==> src/rtl/llc_msg_pkg.sv <==
package llc_msg_pkg;

    // Source served in the current cycle
    typedef enum logic [2:0] {
        SRC_NONE,
        SRC_RSP,
        SRC_WALK,
        SRC_REQ,
        SRC_DMA_REQ,
        SRC_DMA_RESUME
    } src_t;

    // Walk over all sets, either after reset or for a flush
    typedef enum logic [1:0] {
        WALK_IDLE,
        WALK_RST,
        WALK_FLUSH
    } walk_t;

endpackage

==> src/rtl/llc_cfg_pkg.sv <==
package llc_cfg_pkg;

    // Byte address as seen by the controller
    localparam int ADDR_BITS = 16;

    // 16-byte lines
    localparam int OFFSET_BITS = 4;

    // Line address, which is what every input carries
    localparam int LINE_ADDR_BITS = ADDR_BITS - OFFSET_BITS;

    // 16 sets
    localparam int LLC_SET_BITS = 4;

    // Tag sits above the set index in the line address
    localparam int TAG_BITS = LINE_ADDR_BITS - LLC_SET_BITS;

endpackage
==> src/rtl/llc_front_end.sv <==
module llc_front_end
    import llc_cfg_pkg::*;
    import llc_msg_pkg::*;
(
    input  logic                      clk,
    input  logic                      rst,
    input  logic                      rsp_valid,
    input  logic [LINE_ADDR_BITS-1:0] rsp_addr,
    input  logic                      req_valid,
    input  logic [LINE_ADDR_BITS-1:0] req_addr,
    input  logic                      dma_req_valid,
    input  logic [LINE_ADDR_BITS-1:0] dma_req_addr,
    input  logic                      dma_resume_pending,
    input  logic                      flush_start,
    input  logic                      req_conflict,
    output src_t                      served,
    output logic [LLC_SET_BITS-1:0]   set,
    output logic [LLC_SET_BITS-1:0]   set_next,
    output logic [TAG_BITS-1:0]       line_tag,
    output logic [LLC_SET_BITS-1:0]   line_set,
    output logic                      rst_stall,
    output logic                      flush_stall,
    output logic                      req_stall,
    output logic [LINE_ADDR_BITS-1:0] dma_addr
);

    logic                    is_rsp_to_get;
    logic                    is_walk;
    logic                    is_req_to_get;
    logic                    is_dma_req_to_get;
    logic                    is_dma_resume;
    logic                    rd_set_en;
    logic                    incr_walk_set;
    logic                    clr_walk_stall;
    logic                    clr_req_stall;
    logic                    load_dma_addr;
    logic [LLC_SET_BITS-1:0] walk_set;
    logic [LLC_SET_BITS-1:0] stalled_set;
    logic [TAG_BITS-1:0]     stalled_tag;

    llc_input_arbiter i_llc_input_arbiter (
        .rsp_valid          (rsp_valid),
        .req_valid          (req_valid),
        .dma_req_valid      (dma_req_valid),
        .dma_resume_pending (dma_resume_pending),
        .rst_stall          (rst_stall),
        .flush_stall        (flush_stall),
        .req_stall          (req_stall),
        .is_rsp_to_get      (is_rsp_to_get),
        .is_walk            (is_walk),
        .is_req_to_get      (is_req_to_get),
        .is_dma_req_to_get  (is_dma_req_to_get),
        .is_dma_resume      (is_dma_resume),
        .rd_set_en          (rd_set_en),
        .served             (served)
    );

    llc_read_set i_llc_read_set (
        .clk               (clk),
        .rst               (rst),
        .rd_set_en         (rd_set_en),
        .is_rsp_to_get     (is_rsp_to_get),
        .is_walk           (is_walk),
        .is_req_to_get     (is_req_to_get),
        .is_dma_req_to_get (is_dma_req_to_get),
        .is_dma_resume     (is_dma_resume),
        .rsp_addr          (rsp_addr),
        .req_addr          (req_addr),
        .dma_req_addr      (dma_req_addr),
        .dma_addr          (dma_addr),
        .walk_set          (walk_set),
        .stalled_set       (stalled_set),
        .stalled_tag       (stalled_tag),
        .req_stall         (req_stall),
        .set               (set),
        .set_next          (set_next),
        .line_tag          (line_tag),
        .line_set          (line_set),
        .incr_walk_set     (incr_walk_set),
        .clr_walk_stall    (clr_walk_stall),
        .clr_req_stall     (clr_req_stall),
        .load_dma_addr     (load_dma_addr)
    );

    llc_stall_regs i_llc_stall_regs (
        .clk            (clk),
        .rst            (rst),
        .flush_start    (flush_start),
        .req_conflict   (req_conflict),
        .incr_walk_set  (incr_walk_set),
        .clr_walk_stall (clr_walk_stall),
        .clr_req_stall  (clr_req_stall),
        .load_dma_addr  (load_dma_addr),
        .is_dma_resume  (is_dma_resume),
        .dma_req_addr   (dma_req_addr),
        .line_tag       (line_tag),
        .line_set       (line_set),
        .walk_set       (walk_set),
        .rst_stall      (rst_stall),
        .flush_stall    (flush_stall),
        .req_stall      (req_stall),
        .stalled_set    (stalled_set),
        .stalled_tag    (stalled_tag),
        .dma_addr       (dma_addr)
    );

endmodule

==> src/rtl/llc_stall_regs.sv <==
module llc_stall_regs
    import llc_cfg_pkg::*;
    import llc_msg_pkg::*;
(
    input  logic                      clk,
    input  logic                      rst,
    input  logic                      flush_start,
    input  logic                      req_conflict,
    input  logic                      incr_walk_set,
    input  logic                      clr_walk_stall,
    input  logic                      clr_req_stall,
    input  logic                      load_dma_addr,
    input  logic                      is_dma_resume,
    input  logic [LINE_ADDR_BITS-1:0] dma_req_addr,
    input  logic [TAG_BITS-1:0]       line_tag,
    input  logic [LLC_SET_BITS-1:0]   line_set,
    output logic [LLC_SET_BITS-1:0]   walk_set,
    output logic                      rst_stall,
    output logic                      flush_stall,
    output logic                      req_stall,
    output logic [LLC_SET_BITS-1:0]   stalled_set,
    output logic [TAG_BITS-1:0]       stalled_tag,
    output logic [LINE_ADDR_BITS-1:0] dma_addr
);

    walk_t walk_mode;

    // Reset starts a full walk; a flush is only taken once idle
    always_ff @(posedge clk or negedge rst) begin
        if (!rst) begin
            walk_mode <= WALK_RST;
            walk_set  <= '0;
        end else if (clr_walk_stall) begin
            walk_mode <= flush_start ? WALK_FLUSH : WALK_IDLE;
            walk_set  <= '0;
        end else begin
            if (flush_start && walk_mode == WALK_IDLE) begin
                walk_mode <= WALK_FLUSH;
            end
            if (incr_walk_set) begin
                walk_set <= walk_set + 1'b1;
            end
        end
    end

    assign rst_stall   = (walk_mode == WALK_RST);
    assign flush_stall = (walk_mode == WALK_FLUSH);

    // Conflict refers to the request served last cycle, whose breakdown is now registered
    always_ff @(posedge clk or negedge rst) begin
        if (!rst) begin
            req_stall <= 1'b0;
        end else if (req_conflict) begin
            req_stall <= 1'b1;
        end else if (clr_req_stall) begin
            req_stall <= 1'b0;
        end
    end

    always_ff @(posedge clk) begin
        if (req_conflict) begin
            stalled_tag <= line_tag;
            stalled_set <= line_set;
        end
    end

    always_ff @(posedge clk or negedge rst) begin
        if (!rst) begin
            dma_addr <= '0;
        end else if (load_dma_addr) begin
            dma_addr <= dma_req_addr;
        end else if (is_dma_resume) begin
            dma_addr <= dma_addr + 1'b1;
        end
    end

    // Counter only moves inside a walk and is back at zero when one ends
    a_walk_set_idle_zero: assert property (
        @(posedge clk) disable iff (!rst)
        !(rst_stall || flush_stall) |-> walk_set == '0
    ) else $error("walk counter not at zero outside a walk");

endmodule

==> src/rtl/llc_read_set.sv <==
module llc_read_set
    import llc_cfg_pkg::*;
(
    input  logic                      clk,
    input  logic                      rst,
    input  logic                      rd_set_en,
    input  logic                      is_rsp_to_get,
    input  logic                      is_walk,
    input  logic                      is_req_to_get,
    input  logic                      is_dma_req_to_get,
    input  logic                      is_dma_resume,
    input  logic [LINE_ADDR_BITS-1:0] rsp_addr,
    input  logic [LINE_ADDR_BITS-1:0] req_addr,
    input  logic [LINE_ADDR_BITS-1:0] dma_req_addr,
    input  logic [LINE_ADDR_BITS-1:0] dma_addr,
    input  logic [LLC_SET_BITS-1:0]   walk_set,
    input  logic [LLC_SET_BITS-1:0]   stalled_set,
    input  logic [TAG_BITS-1:0]       stalled_tag,
    input  logic                      req_stall,
    output logic [LLC_SET_BITS-1:0]   set,
    output logic [LLC_SET_BITS-1:0]   set_next,
    output logic [TAG_BITS-1:0]       line_tag,
    output logic [LLC_SET_BITS-1:0]   line_set,
    output logic                      incr_walk_set,
    output logic                      clr_walk_stall,
    output logic                      clr_req_stall,
    output logic                      load_dma_addr
);

    logic [LINE_ADDR_BITS-1:0] addr_for_set;
    logic [TAG_BITS-1:0]       tag_next;
    logic [LLC_SET_BITS-1:0]   set_from_addr;
    logic [LLC_SET_BITS-1:0]   walk_set_incr;

    always_comb begin
        addr_for_set  = '0;
        load_dma_addr = 1'b0;
        if (is_rsp_to_get) begin
            addr_for_set = rsp_addr;
        end else if (is_req_to_get) begin
            addr_for_set = req_addr;
        end else if (is_dma_req_to_get) begin
            addr_for_set  = dma_req_addr;
            load_dma_addr = 1'b1;
        end else if (is_dma_resume) begin
            // Burst continues at the line after the last one served
            addr_for_set = dma_addr + 1'b1;
        end
    end

    assign tag_next      = addr_for_set[LINE_ADDR_BITS-1:LLC_SET_BITS];
    assign set_from_addr = addr_for_set[LLC_SET_BITS-1:0];

    assign incr_walk_set  = is_walk;
    assign clr_walk_stall = is_walk && (walk_set == '1);

    // A response to the stalled line lets the request retry
    assign clr_req_stall = is_rsp_to_get && req_stall
                        && (tag_next == stalled_tag)
                        && (set_from_addr == stalled_set);

    always_ff @(posedge clk or negedge rst) begin
        if (!rst) begin
            line_tag <= '0;
            line_set <= '0;
        end else if (rd_set_en) begin
            line_tag <= tag_next;
            line_set <= set_from_addr;
        end
    end

    // Walk overrides the set index with the counter one step ahead
    assign walk_set_incr = walk_set + 1'b1;
    assign set_next      = is_walk ? walk_set_incr : set_from_addr;
    assign set           = is_walk ? walk_set_incr : line_set;

    a_clr_req_only_on_rsp: assert property (
        @(posedge clk) disable iff (!rst)
        clr_req_stall |=> {line_tag, line_set} == $past(rsp_addr)
    ) else $error("request stall cleared without the response line being registered");

endmodule

==> src/rtl/llc_input_arbiter.sv <==
module llc_input_arbiter
    import llc_msg_pkg::*;
(
    input  logic rsp_valid,
    input  logic req_valid,
    input  logic dma_req_valid,
    input  logic dma_resume_pending,
    input  logic rst_stall,
    input  logic flush_stall,
    input  logic req_stall,
    output logic is_rsp_to_get,
    output logic is_walk,
    output logic is_req_to_get,
    output logic is_dma_req_to_get,
    output logic is_dma_resume,
    output logic rd_set_en,
    output src_t served
);

    logic walk_active;
    logic req_ready;

    assign walk_active = rst_stall || flush_stall;
    assign req_ready   = req_valid && !req_stall;

    // Responses never wait since they free resources held by the walk and by stalled requests
    assign is_rsp_to_get     = rsp_valid;
    assign is_walk           = !rsp_valid && walk_active;
    assign is_req_to_get     = !rsp_valid && !walk_active && req_ready;
    assign is_dma_req_to_get = !rsp_valid && !walk_active && !req_ready && dma_req_valid;
    assign is_dma_resume     = !rsp_valid && !walk_active && !req_ready && !dma_req_valid
                             && dma_resume_pending;

    always_comb begin
        case (1'b1)
            is_rsp_to_get:     served = SRC_RSP;
            is_walk:           served = SRC_WALK;
            is_req_to_get:     served = SRC_REQ;
            is_dma_req_to_get: served = SRC_DMA_REQ;
            is_dma_resume:     served = SRC_DMA_RESUME;
            default:           served = SRC_NONE;
        endcase
    end

    // Any served source reads a set this cycle
    assign rd_set_en = is_rsp_to_get | is_walk | is_req_to_get
                     | is_dma_req_to_get | is_dma_resume;

    // Downstream logic relies on at most one strobe per cycle
    always_comb begin
        assert ($onehot0({is_rsp_to_get, is_walk, is_req_to_get,
                          is_dma_req_to_get, is_dma_resume}))
        else $error("more than one input served in a cycle");
    end

endmodule

==> config.mk <==
export PLATFORM = sky130hd
export DESIGN_NAME = llc_front_end
export DESIGN_NICKNAME = d
export VERILOG_FILES = /design/src/rtl/llc_msg_pkg.sv /design/src/rtl/llc_cfg_pkg.sv /design/src/rtl/llc_front_end.sv /design/src/rtl/llc_stall_regs.sv /design/src/rtl/llc_read_set.sv /design/src/rtl/llc_input_arbiter.sv
export SDC_FILE = /design/constraint.sdc
export NUM_CORES = 1
export LEC_CHECK = 0
export BUFFER_PORTS_ARGS = -buffer_cell sky130_fd_sc_hd__buf_2
export CAP_MARGIN = 40
export CORE_ASPECT_RATIO = 1.2
export CORE_MARGIN = 1.5
export CORE_UTILIZATION = 49
export CTS_BUF_LIST = sky130_fd_sc_hd__clkbuf_4 sky130_fd_sc_hd__clkbuf_8
export DETAILED_ROUTE_END_ITERATION = 8
export PLACE_DENSITY = 0.91
export SYNTH_ARGS = -nofsm -noshare
export SYNTH_HDL_FRONTEND = slang
export SYNTH_HIERARCHICAL = 1
export SYNTH_SLANG_ARGS = --single-unit
==> constraint.sdc <==
create_clock -name clk -period 3.2 [get_ports clk]
set_clock_uncertainty 0.15 [all_clocks]
set_input_delay 0.64 -clock clk [delete_from_list [all_inputs] [get_ports clk]]
set_output_delay 0.64 -clock clk [all_outputs]
set_load 0.02 [all_outputs]
==> results.cfg, run 1 <==
[sta]
drv_slew = 0
fin_crit_sh_pct = 105
finalSetupViolations = 5
rsz0062_at_grt = yes
fin_setup_tns_ns = -0.536
max_freq_mhz = 297
whs_ns = 0.227
hold_viol = 0
setup_ws_ns = -0.165
period_needed_ns = 3.36
slew_headroom_pct = 53.0
worstMarginPinSlew_ns = 0.705

[synth]
yosysSeqAreaShare_pct = 39.4
ys_warn_count = 6
synth-async-reset-ratio_pct = 72.1
synth_top_flop_cell = dfrtp_1
synthDistinctLibCells = 61
synthCells = 318
synth.avg_cell_area_sq_um = 9.08
ys_ff_latch = 43
synth.largest_area_cell = dfrtp_1
yosys-top-cells-area = dfrtp_1, edfxtp_1, o21ai_0
syn-num-nets = 366
synthesis.area_sq_um = 2890
synth_top_area_share_pct = 26.0
synth_edf_count = 12

[placement]
portBuffers = 81
gp_congestion = 0.894
place_inst = 483
post-dp-hpwl_um = 5870
place_ws_ns = -0.230
place_area_sq_um = 3450

[clock_tree]
clk_pin_slew_ns = 0.08
cts-buffers-inserted = 5
clkLatencyLatePin_ns = 0.30
htree_levels = 2
clockBufferDepth = 2
cts_tree = done
clock_sinks = 43
root_buffer = clkbuf_8

[global_routing]
grt_overflow = 0
grt_max_degree = 32
grt_usage_pct = 26.4
grt_pass1_vias = 2856
grt_first_pass_wirelength_um = 13100
antenna_found_initial = 0

[power]
static-leakage-power_nw = 1.66
power_frac_clock_pct = 20.1
pwr_density_cell_nw_per_um2 = 502
seqPwrFrac_pct = 43.7
p_switching_mw = 0.760
vdd_drop_max_mv = 0.404
p_int_mw = 1.12
power.share.switching_pct = 40.5
comb_power_share_pct = 36.2

[worst_setup_path]
arrival_ns = 2.57
end_kind = output pin
start_kind = flop
worstPathRequired_ns = 2.41
path_class = reg -> out
crit_path_max_fanout = 4

[status]
violations = negative setup slack
status = finished, violations left

[finish]
multi_input_area_sq_um = 1680
layout-drive-gt1-share_pct = 35.5
antennaDiodeCount = 0
fin_area_sq_um = 3740
fin_cells = 502
final_nets = 469
area_growth_pct = 29.7
regArea_sq_um = 1140
fill_cells = 439

[drt]
wl_per_cell_um = 16.6
drt_iter0_drc = 257
vias_per_cell = 5.91
routed_wl_um = 8360
drc = 0
ant_nets = 0
vias = 2967
firstDrtPassIters = 6

[die]
rows = 30
die_area_sq_um = 6360
initial_core_util_pct = 50.9
die_w_um = 73.1
die_h_um = 87.1
coreArea_sq_um = 5670
ios = 82

[worst_hold_path]
hold_path.class = in -> async

[job]
maxCapViolations = 0
cells in the final DEF, fill, tap and decap left out, drive strengths merged, types with 5 or more instances in the layout:
cell type,netlist,layout
a21oi,11,11
a221oi,5,5
buf,7,111
clkbuf,8,6
dfrtp,30,30
edfxtp,12,12
inv,21,21
mux2i,7,7
nand2,30,30
nand3,15,15
nand4,8,8
nor2,21,21
nor2b,6,6
nor3,10,10
o211ai,6,6
o21ai,30,30
or4,9,9
xnor2,6,6
xor2,12,12
metrics by stage:
stage                     power [mW]  utilization (%)
after floorplan                 1.22                -
after global placement          1.44             60.9
after detailed placement        1.47             60.9
after CTS                       1.86             64.7
after global routing            1.99             66.0
final                           1.88             66.0
cell usage after synthesis, drive strengths merged (5+ instances only):
cell type / number
dfrtp: 30
nand2: 30
o21ai: 30
inv: 21
nor2: 21
nand3: 15
edfxtp: 12
xor2: 12
a21oi: 11
nor3: 10
or4: 9
clkbuf: 8
nand4: 8
buf: 7
mux2i: 7
nor2b: 6
o211ai: 6
xnor2: 6
a221oi: 5
flip-flops by register name (all words and copies together), names as in the netlist:
signal / flops
i_llc_stall_regs/walk_mode: 2
i_llc_read_set/line_set: 4
i_llc_stall_regs/req_stall: 1
i_llc_stall_regs/walk_set: 4
i_llc_stall_regs/dma_addr: 12
i_llc_read_set/line_tag: 8
i_llc_stall_regs/stalled_tag: 8
i_llc_stall_regs/stalled_set: 4
worst paths after layout:
path	from	end	slack, ns	depth (start not counted)
hold reg to reg	i_llc_read_set/line_tag[5]	i_llc_stall_regs/stalled_tag[5]	0.33	0
setup reg to reg	i_llc_stall_regs/walk_mode[1]	i_llc_stall_regs/req_stall	-0.16	13
max in group asynchronous	rst	i_llc_stall_regs/dma_addr[8]	2.22	1
min in group clk	i_llc_read_set/line_tag[5]	i_llc_stall_regs/stalled_tag[5]	0.33	0
hold / removal	rst	i_llc_stall_regs/walk_set[2]	0.23	1
setup / recovery	i_llc_stall_regs/walk_mode[1]	set_next[3]	-0.16	11
worst max-delay path, stage by stage, from the launching register on:
cell and delay, ns:
dfrtp_1 0.41, inv_1 0.14, nor2_4 0.07, nor3_4 0.24
nand2_2 0.11, nor3_4 0.16, or3b_4 0.44, buf_6 0.14
o21ai_2 0.12, o21a_1 0.19, o21a_1 0.14, buf_6 0.11
power groups by stage:
stage	logic, mW	clock network, mW	registers [mW]
2_1_floorplan	0.345	0	0.873
3_3_place_gp	0.623	0	0.819
3_5_place_dp	0.639	0	0.826
4_1_cts	0.665	0.382	0.816
5_1_grt	0.744	0.403	0.841
6_report	0.681	0.377	0.820
layer usage:
| metal | track usage [%] | routed length (um) | vias up |
|---|---|---|---|
| met5 | 0 | 0 | - |
| met4 | 12.2 | 297 | 0 |
| met3 | 4.86 | 602 | 32 |
| met2 | 44.5 | 4170 | 170 |
| met1 | 32.3 | 3280 | 1388 |
| li1 | - | - | 1377 |
logic make-up after synthesis:
family | after synthesis | share of synthesized area [%]
multiplexers | 10 | 3.60
XOR/XNOR | 18 | 5.46
AND/OR/NAND/NOR | 125 | 24.9
adder cells (fa/ha/maj) | 4 | 1.73
AO/OA/AOI/OAI | 82 | 19.0
flip-flops | 43 | 39.4
buffers and inverters | 36 | 5.89
layout make-up:
cell class / instances / share of cell area (%)
Clock buffer: 6 / 2.21
Timing Repair Buffer: 111 / 17.4
Sequential cell: 43 / 30.4
Tap cell: 80 / 2.67
Inverter: 21 / 2.11
Multi-Input combinational cell: 239 / 44.8
Clock inverter: 2 / 0.434
what timing repair did:
item,4_1_cts,5_1_grt
endpoints found under the setup margin,5,5
cloned,0,0
pin swaps,9,11
resized for setup,18,10
buffers inserted,7,4
hold buffers,0,0
(Power assumes the default switching activity.)
==> run 2: changes to the inputs <==
==> constraint.sdc (replaced) <==
create_clock -name clk -period 3.2 [get_ports clk]
set_clock_uncertainty 0.15 [all_clocks]
set_input_delay 0.32 -clock clk [delete_from_list [all_inputs] [get_ports clk]]
set_output_delay 0.32 -clock clk [all_outputs]
set_load 0.02 [all_outputs]
==> run 2 against run 1 <==
The run now ends clean. Power rose by 1.7%. Critical path type is now reg -> reg. Design area is 3.8% lower. Combinational power fell by 5.3%. Clock power increased by 15%. Via count shrank 1.8%. Cell count shrank 3.4%. First-iteration DRC count is 35% higher. Non-clock buffer count down 17. Critical path depth unchanged. Setup slack gained 0.20 ns. Routed wire length decreased by 3.4%.
==> results.cfg, run 2 (synthesis gave the netlist of run 1 again) <==
[worst_setup_path]
start_kind = flop
rrSetupSlack_ns = 0.04
end_kind = flop
arrival_ns = 3.21
reg2reg_to = i_llc_stall_regs/req_stall
rr_worst_depth = 11
timing.critical_path.slowest_cell_delay_ns = 0.57
worstPathRequired_ns = 3.25
slowest_stage = dfstp_2
path_cells = nor2b_4 -> nor3_4 -> nor2b_2 -> buf_6 -> or3b_4 -> buf_8 -> o211a_1 -> or4_4 -> nor4_2 -> inv_1 -> a21o_1
r2r-start = i_llc_stall_regs/walk_mode[0]
crit_path_max_fanout = 17
path_class = reg -> reg

[placement]
place_inst = 476
gp_congestion = 0.983
place_area_sq_um = 3400
portBuffers = 81
place_ws_ns = -0.0101
post-dp-hpwl_um = 5900

[job]
maxCapViolations = 0

[sta]
hold_viol = 0
slew_headroom_pct = 52.0
finalSetupViolations = 0
whs_ns = 0.0884
setup_ws_ns = 0.0361
fin_crit_sh_pct = 98.9
rsz0062_at_grt = yes
period_needed_ns = 3.16
max_freq_mhz = 316
drv_slew = 0
worstMarginPinSlew_ns = 0.721
fin_setup_tns_ns = 0

[power]
p_int_mw = 1.15
power_frac_clock_pct = 22.7
p_switching_mw = 0.759
power_mw = 1.91
pwr_density_cell_nw_per_um2 = 530
seqPwrFrac_pct = 43.5
comb_power_share_pct = 33.8
vdd_drop_max_mv = 0.392
power.share.switching_pct = 39.7
static-leakage-power_nw = 1.59

[global_routing]
grt_pass1_vias = 2700
grt_overflow = 0
grt_usage_pct = 25.1
grt_max_degree = 32
grt_first_pass_wirelength_um = 12400
antenna_found_initial = 0

[finish]
fin_cells = 485
fin_area_sq_um = 3600
layout_common_cells = buf_2, dfrtp_1, nand2_1, o21ai_0, inv_1
fill_cells = 456
reg_top3 = i_llc_stall_regs/dma_addr x12, i_llc_read_set/line_tag x8, i_llc_stall_regs/stalled_tag x8
final_common_cell = buf_2
final_nets = 452
largest_reg_flops = 12
area_growth_pct = 24.8
regMostFlops = i_llc_stall_regs/dma_addr
antennaDiodeCount = 0
finish.utilization_pct = 63.6
layout-drive-gt1-share_pct = 31.1

[die]
die_area_sq_um = 6360
rows = 30
die_h_um = 87.1
ios = 82
initial_core_util_pct = 50.9
coreArea_sq_um = 5670
die_w_um = 73.1

[clock_tree]
cts-buffers-inserted = 5
cts_tree = done
clk_pin_slew_ns = 0.09
clkLatencyLatePin_ns = 0.30
clock_sinks = 43
root_buffer = clkbuf_8
clockBufferDepth = 2
htree_levels = 2

[worst_hold_path]
hold_start = dma_req_addr[0]
hold_path.class = in -> reg
holdPathEnd = i_llc_stall_regs/dma_addr[0]
hold_depth = 3

[drt]
drc = 0
routed_wl_um = 8070
firstDrtPassIters = 6
wl_per_cell_um = 16.6
vias = 2914
vias_per_cell = 6.01
ant_nets = 0
drt_iter0_drc = 347

[status]
status = completed
-- run 2: changes by cell type in the layout (fill, tap and decap cells not counted), sizes merged --
| cell | before | now |
|---|---|---|
| clkbuf | 6 | 5 |
| bufinv | 0 | 1 |
| buf | 111 | 93 |
| dlygate4sd3 | 0 | 1 |
| inv | 21 | 22 |
| clkinvlp | 1 | 0 |
-- run 2: how the worst max path moves through the flow --
stage	endpoint	cells after the start	startpoint
floorplan	i_llc_stall_regs/req_stall	12	i_llc_stall_regs/walk_mode[1]
global placement	i_llc_stall_regs/req_stall	11	i_llc_stall_regs/walk_mode[0]
detailed placement	i_llc_stall_regs/req_stall	12	i_llc_stall_regs/walk_mode[0]
CTS	i_llc_stall_regs/req_stall	11	i_llc_stall_regs/walk_mode[0]
global route	i_llc_stall_regs/req_stall	13	i_llc_stall_regs/walk_mode[0]
finish	i_llc_stall_regs/req_stall	11	i_llc_stall_regs/walk_mode[0]
-- run 2: power groups by stage --
stage          combinational [mW]  clock [mW]  sequential [mW]
2_1_floorplan               0.344           0            0.873
3_3_place_gp                0.606           0            0.828
3_5_place_dp                0.628           0            0.836
4_1_cts                     0.636       0.444            0.823
5_1_grt                     0.706       0.462            0.849
6_report                    0.645       0.434            0.831
-- run 2: per-layer routing --
metal	GRT usage, %	wire length [um]	part of all wire [%]	vias up
met5	0	0	0	-
met4	11.7	280	3.5	0
met3	4.05	619	7.7	32
met2	42.9	3950	49	187
met1	30.6	3220	40	1350
li1	-	-	-	1345
-- run 2: area by class of cell --
type	instances	area [sq um]	area share, %
multi-input cells	239	1660	46.0
flip-flops and latches	43	1140	31.6
repair buffers	94	517	14.3
well taps	80	100	2.78
inverters	21	78.8	2.19
clock buffers	5	68.8	1.91
clock inverters	3	42.5	1.18
-- run 2: critical path: cells and delay by family, from the launching register on --
| kind | cells | cell delay [ns] |
|---|---|---|
| and+or+nand+nor | 6 | 1.56 |
| DFF | 1 | 0.57 |
| AOI/OAI and AO/OA | 2 | 0.38 |
| buffers and inverters | 3 | 0.39 |
-- run 2: timing repair --
item	in CTS	in global routing
buffers inserted	0	0
endpoints found under the setup margin	2	4
hold endpoints to repair	30	0
hold buffers	1	0
pin swaps	0	1
resized for setup	8	12
==> run 3: changes to the inputs <==
- CAP_MARGIN: 40 -> unset
- SETUP_SLACK_MARGIN: unset -> 0.3
- SKIP_LAST_GASP: unset -> 1
==> run 3 against run 2 <==
First-iteration DRC count shrank 41%. Setup slack gained 0.057 ns. Sequential power shrank 1%. Critical path type is now reg -> out. Non-clock buffer count rose by 5. Via count down 1.9%. Global-route usage rose by 0.80 points.
==> results.cfg, run 3 (synthesis gave the netlist of run 1 again) <==
[die]
initial_core_util_pct = 50.9
rows = 30
die_w_um = 73.1
die_area_sq_um = 6360
coreArea_sq_um = 5670
die_h_um = 87.1
ios = 82

[clock_tree]
clk_pin_slew_ns = 0.08
cts-buffers-inserted = 5
clock_sinks = 43
cts_tree = done
clkLatencyLatePin_ns = 0.31
root_buffer = clkbuf_8
clockBufferDepth = 2
htree_levels = 2

[worst_hold_path]
hold_depth = 3
hold_path.class = in -> reg
holdPathEnd = i_llc_stall_regs/dma_addr[0]
hold_start = dma_req_addr[0]

[drt]
drc = 0
wl_per_cell_um = 16.9
firstDrtPassIters = 4
vias_per_cell = 5.82
ant_nets = 0
drt_iter0_drc = 204
vias = 2860
routed_wl_um = 8300

[power]
power_mw = 1.93
vdd_drop_max_mv = 0.403
pwr_density_cell_nw_per_um2 = 525
static-leakage-power_nw = 1.62

[global_routing]
grt_first_pass_wirelength_um = 12600
grt_max_degree = 32
grt_pass1_vias = 2673
grt_overflow = 0
grt_usage_pct = 25.9
antenna_found_initial = 0

[worst_setup_path]
reg2reg_to = i_llc_stall_regs/req_stall
crit_path_max_fanout = 7
rr_worst_depth = 12
rrSetupSlack_ns = 0.11
worstPathRequired_ns = 2.73
timing.critical_path.slowest_cell_delay_ns = 0.57
path_cells = nor2_4 -> nor3_4 -> nand2_2 -> nor3_4 -> or3b_4 -> o21ai_0 -> o21a_1 -> o21a_1 -> buf_2
slowest_stage = dfstp_2
end_kind = output pin
crit_buf_inv = 1
r2r-start = i_llc_stall_regs/walk_mode[0]
arrival_ns = 2.64
crit_family = simple AND/OR/NAND/NOR gates
path_class = reg -> out
start_kind = flop

[sta]
max_freq_mhz = 322
worstMarginPinSlew_ns = 0.719
drv_slew = 0
period_needed_ns = 3.11
fin_setup_tns_ns = 0
fin_crit_sh_pct = 97.1
finalSetupViolations = 0
rsz0062_at_grt = yes
hold_viol = 0
slew_headroom_pct = 52.0

[placement]
post-dp-hpwl_um = 6110
gp_congestion = 0.913
portBuffers = 81

[finish]
reg_top3 = i_llc_stall_regs/dma_addr x12, i_llc_read_set/line_tag x8, i_llc_stall_regs/stalled_tag x8
layout_common_cells = buf_2, dfrtp_1, nand2_1, o21ai_0, inv_1
fill_cells = 454
final_common_cell = buf_2
final_nets = 458
regMostFlops = i_llc_stall_regs/dma_addr
layout-drive-gt1-share_pct = 33.1
area_growth_pct = 27.0
largest_reg_flops = 12
antennaDiodeCount = 0

[status]
status = completed

[job]
maxCapViolations = 0
==> run 3: cell count changes in the layout (fill, tap and decap cells not counted), sizes merged <==
| cell | previous run | this run |
|---|---|---|
| buf | 93 | 98 |
| or3b | 2 | 3 |
==> run 3: area by class of cell <==
| cell class | count | area [sq um] | share of cell area (%) |
|---|---|---|---|
| clock buffer | 5 | 68.8 | 1.88 |
| tap | 80 | 100 | 2.73 |
| timing repair buffer | 99 | 556 | 15.1 |
| clock inverter | 3 | 42.5 | 1.16 |
| inverter | 21 | 78.8 | 2.15 |
| multi-input combinational | 240 | 1680 | 45.9 |
| sequential | 43 | 1140 | 31.0 |
==> run 3: stage by stage <==
stage | utilization (%) | hold slack [ns] | instance area [sq um] | setup slack, ns | instances
CTS | 64.1 | 0.107 | 3630 | 0.173 | 489
global placement | 59.9 | 0.251 | 3400 | 0.211 | 474
detailed placement | 59.9 | 0.262 | 3400 | 0.0551 | 474
global route | 64.7 | 0.111 | 3670 | -0.105 | 491
finish | 64.7 | 0.110 | 3670 | 0.0935 | 491
floorplan | - | -0.126 | 2910 | 0.185 | 318
==> run 3: how the worst max path moves through the flow <==
stage                                            end  cells after the start  slack [ns]                          start
after global routing                     set_next[3]                      9       -0.11  i_llc_stall_regs/walk_mode[0]
final                                    set_next[3]                      9        0.09  i_llc_stall_regs/walk_mode[0]
after floorplan           i_llc_stall_regs/req_stall                     12        0.19  i_llc_stall_regs/walk_mode[0]
after detailed placement  i_llc_stall_regs/req_stall                     12        0.06  i_llc_stall_regs/walk_mode[0]
after CTS                                set_next[2]                      9        0.17  i_llc_stall_regs/walk_mode[0]
after global placement    i_llc_stall_regs/req_stall                     12        0.21  i_llc_stall_regs/walk_mode[0]
==> run 3: worst register-to-register path, delay by kind of cell, from the launching register on <==
kind	cells	cell delay (ns)
and+or+nand+nor	7	1.60
DFF	1	0.57
AOI/OAI and AO/OA	2	0.37
buffers and inverters	3	0.31
==> run 3: power by group <==
part	internal, mW	switching (mW)	total [mW]
Clock	0.233	0.205	0.438
Sequential	0.657	0.166	0.823
Combinational	0.274	0.391	0.665
==> run 3: per-layer routing <==
metal  global-route usage, %  share of wire (%)  up-vias
met5                       0                  0        -
met2                    43.7                 50      126
li1                        -                  -     1364
met4                    14.9                4.7        0
met1                    30.9                 39     1338
met3                    3.94                5.6       32
==> run 3: timing repair <==
item                       in CTS  in global routing
buffers inserted                5                  2
gates resized for setup        18                  6
setup endpoints to repair       4                  5
hold endpoints to repair       30                  0
pin swaps                       2                  1
gates cloned                    1                  0
hold buffers                    1                  0
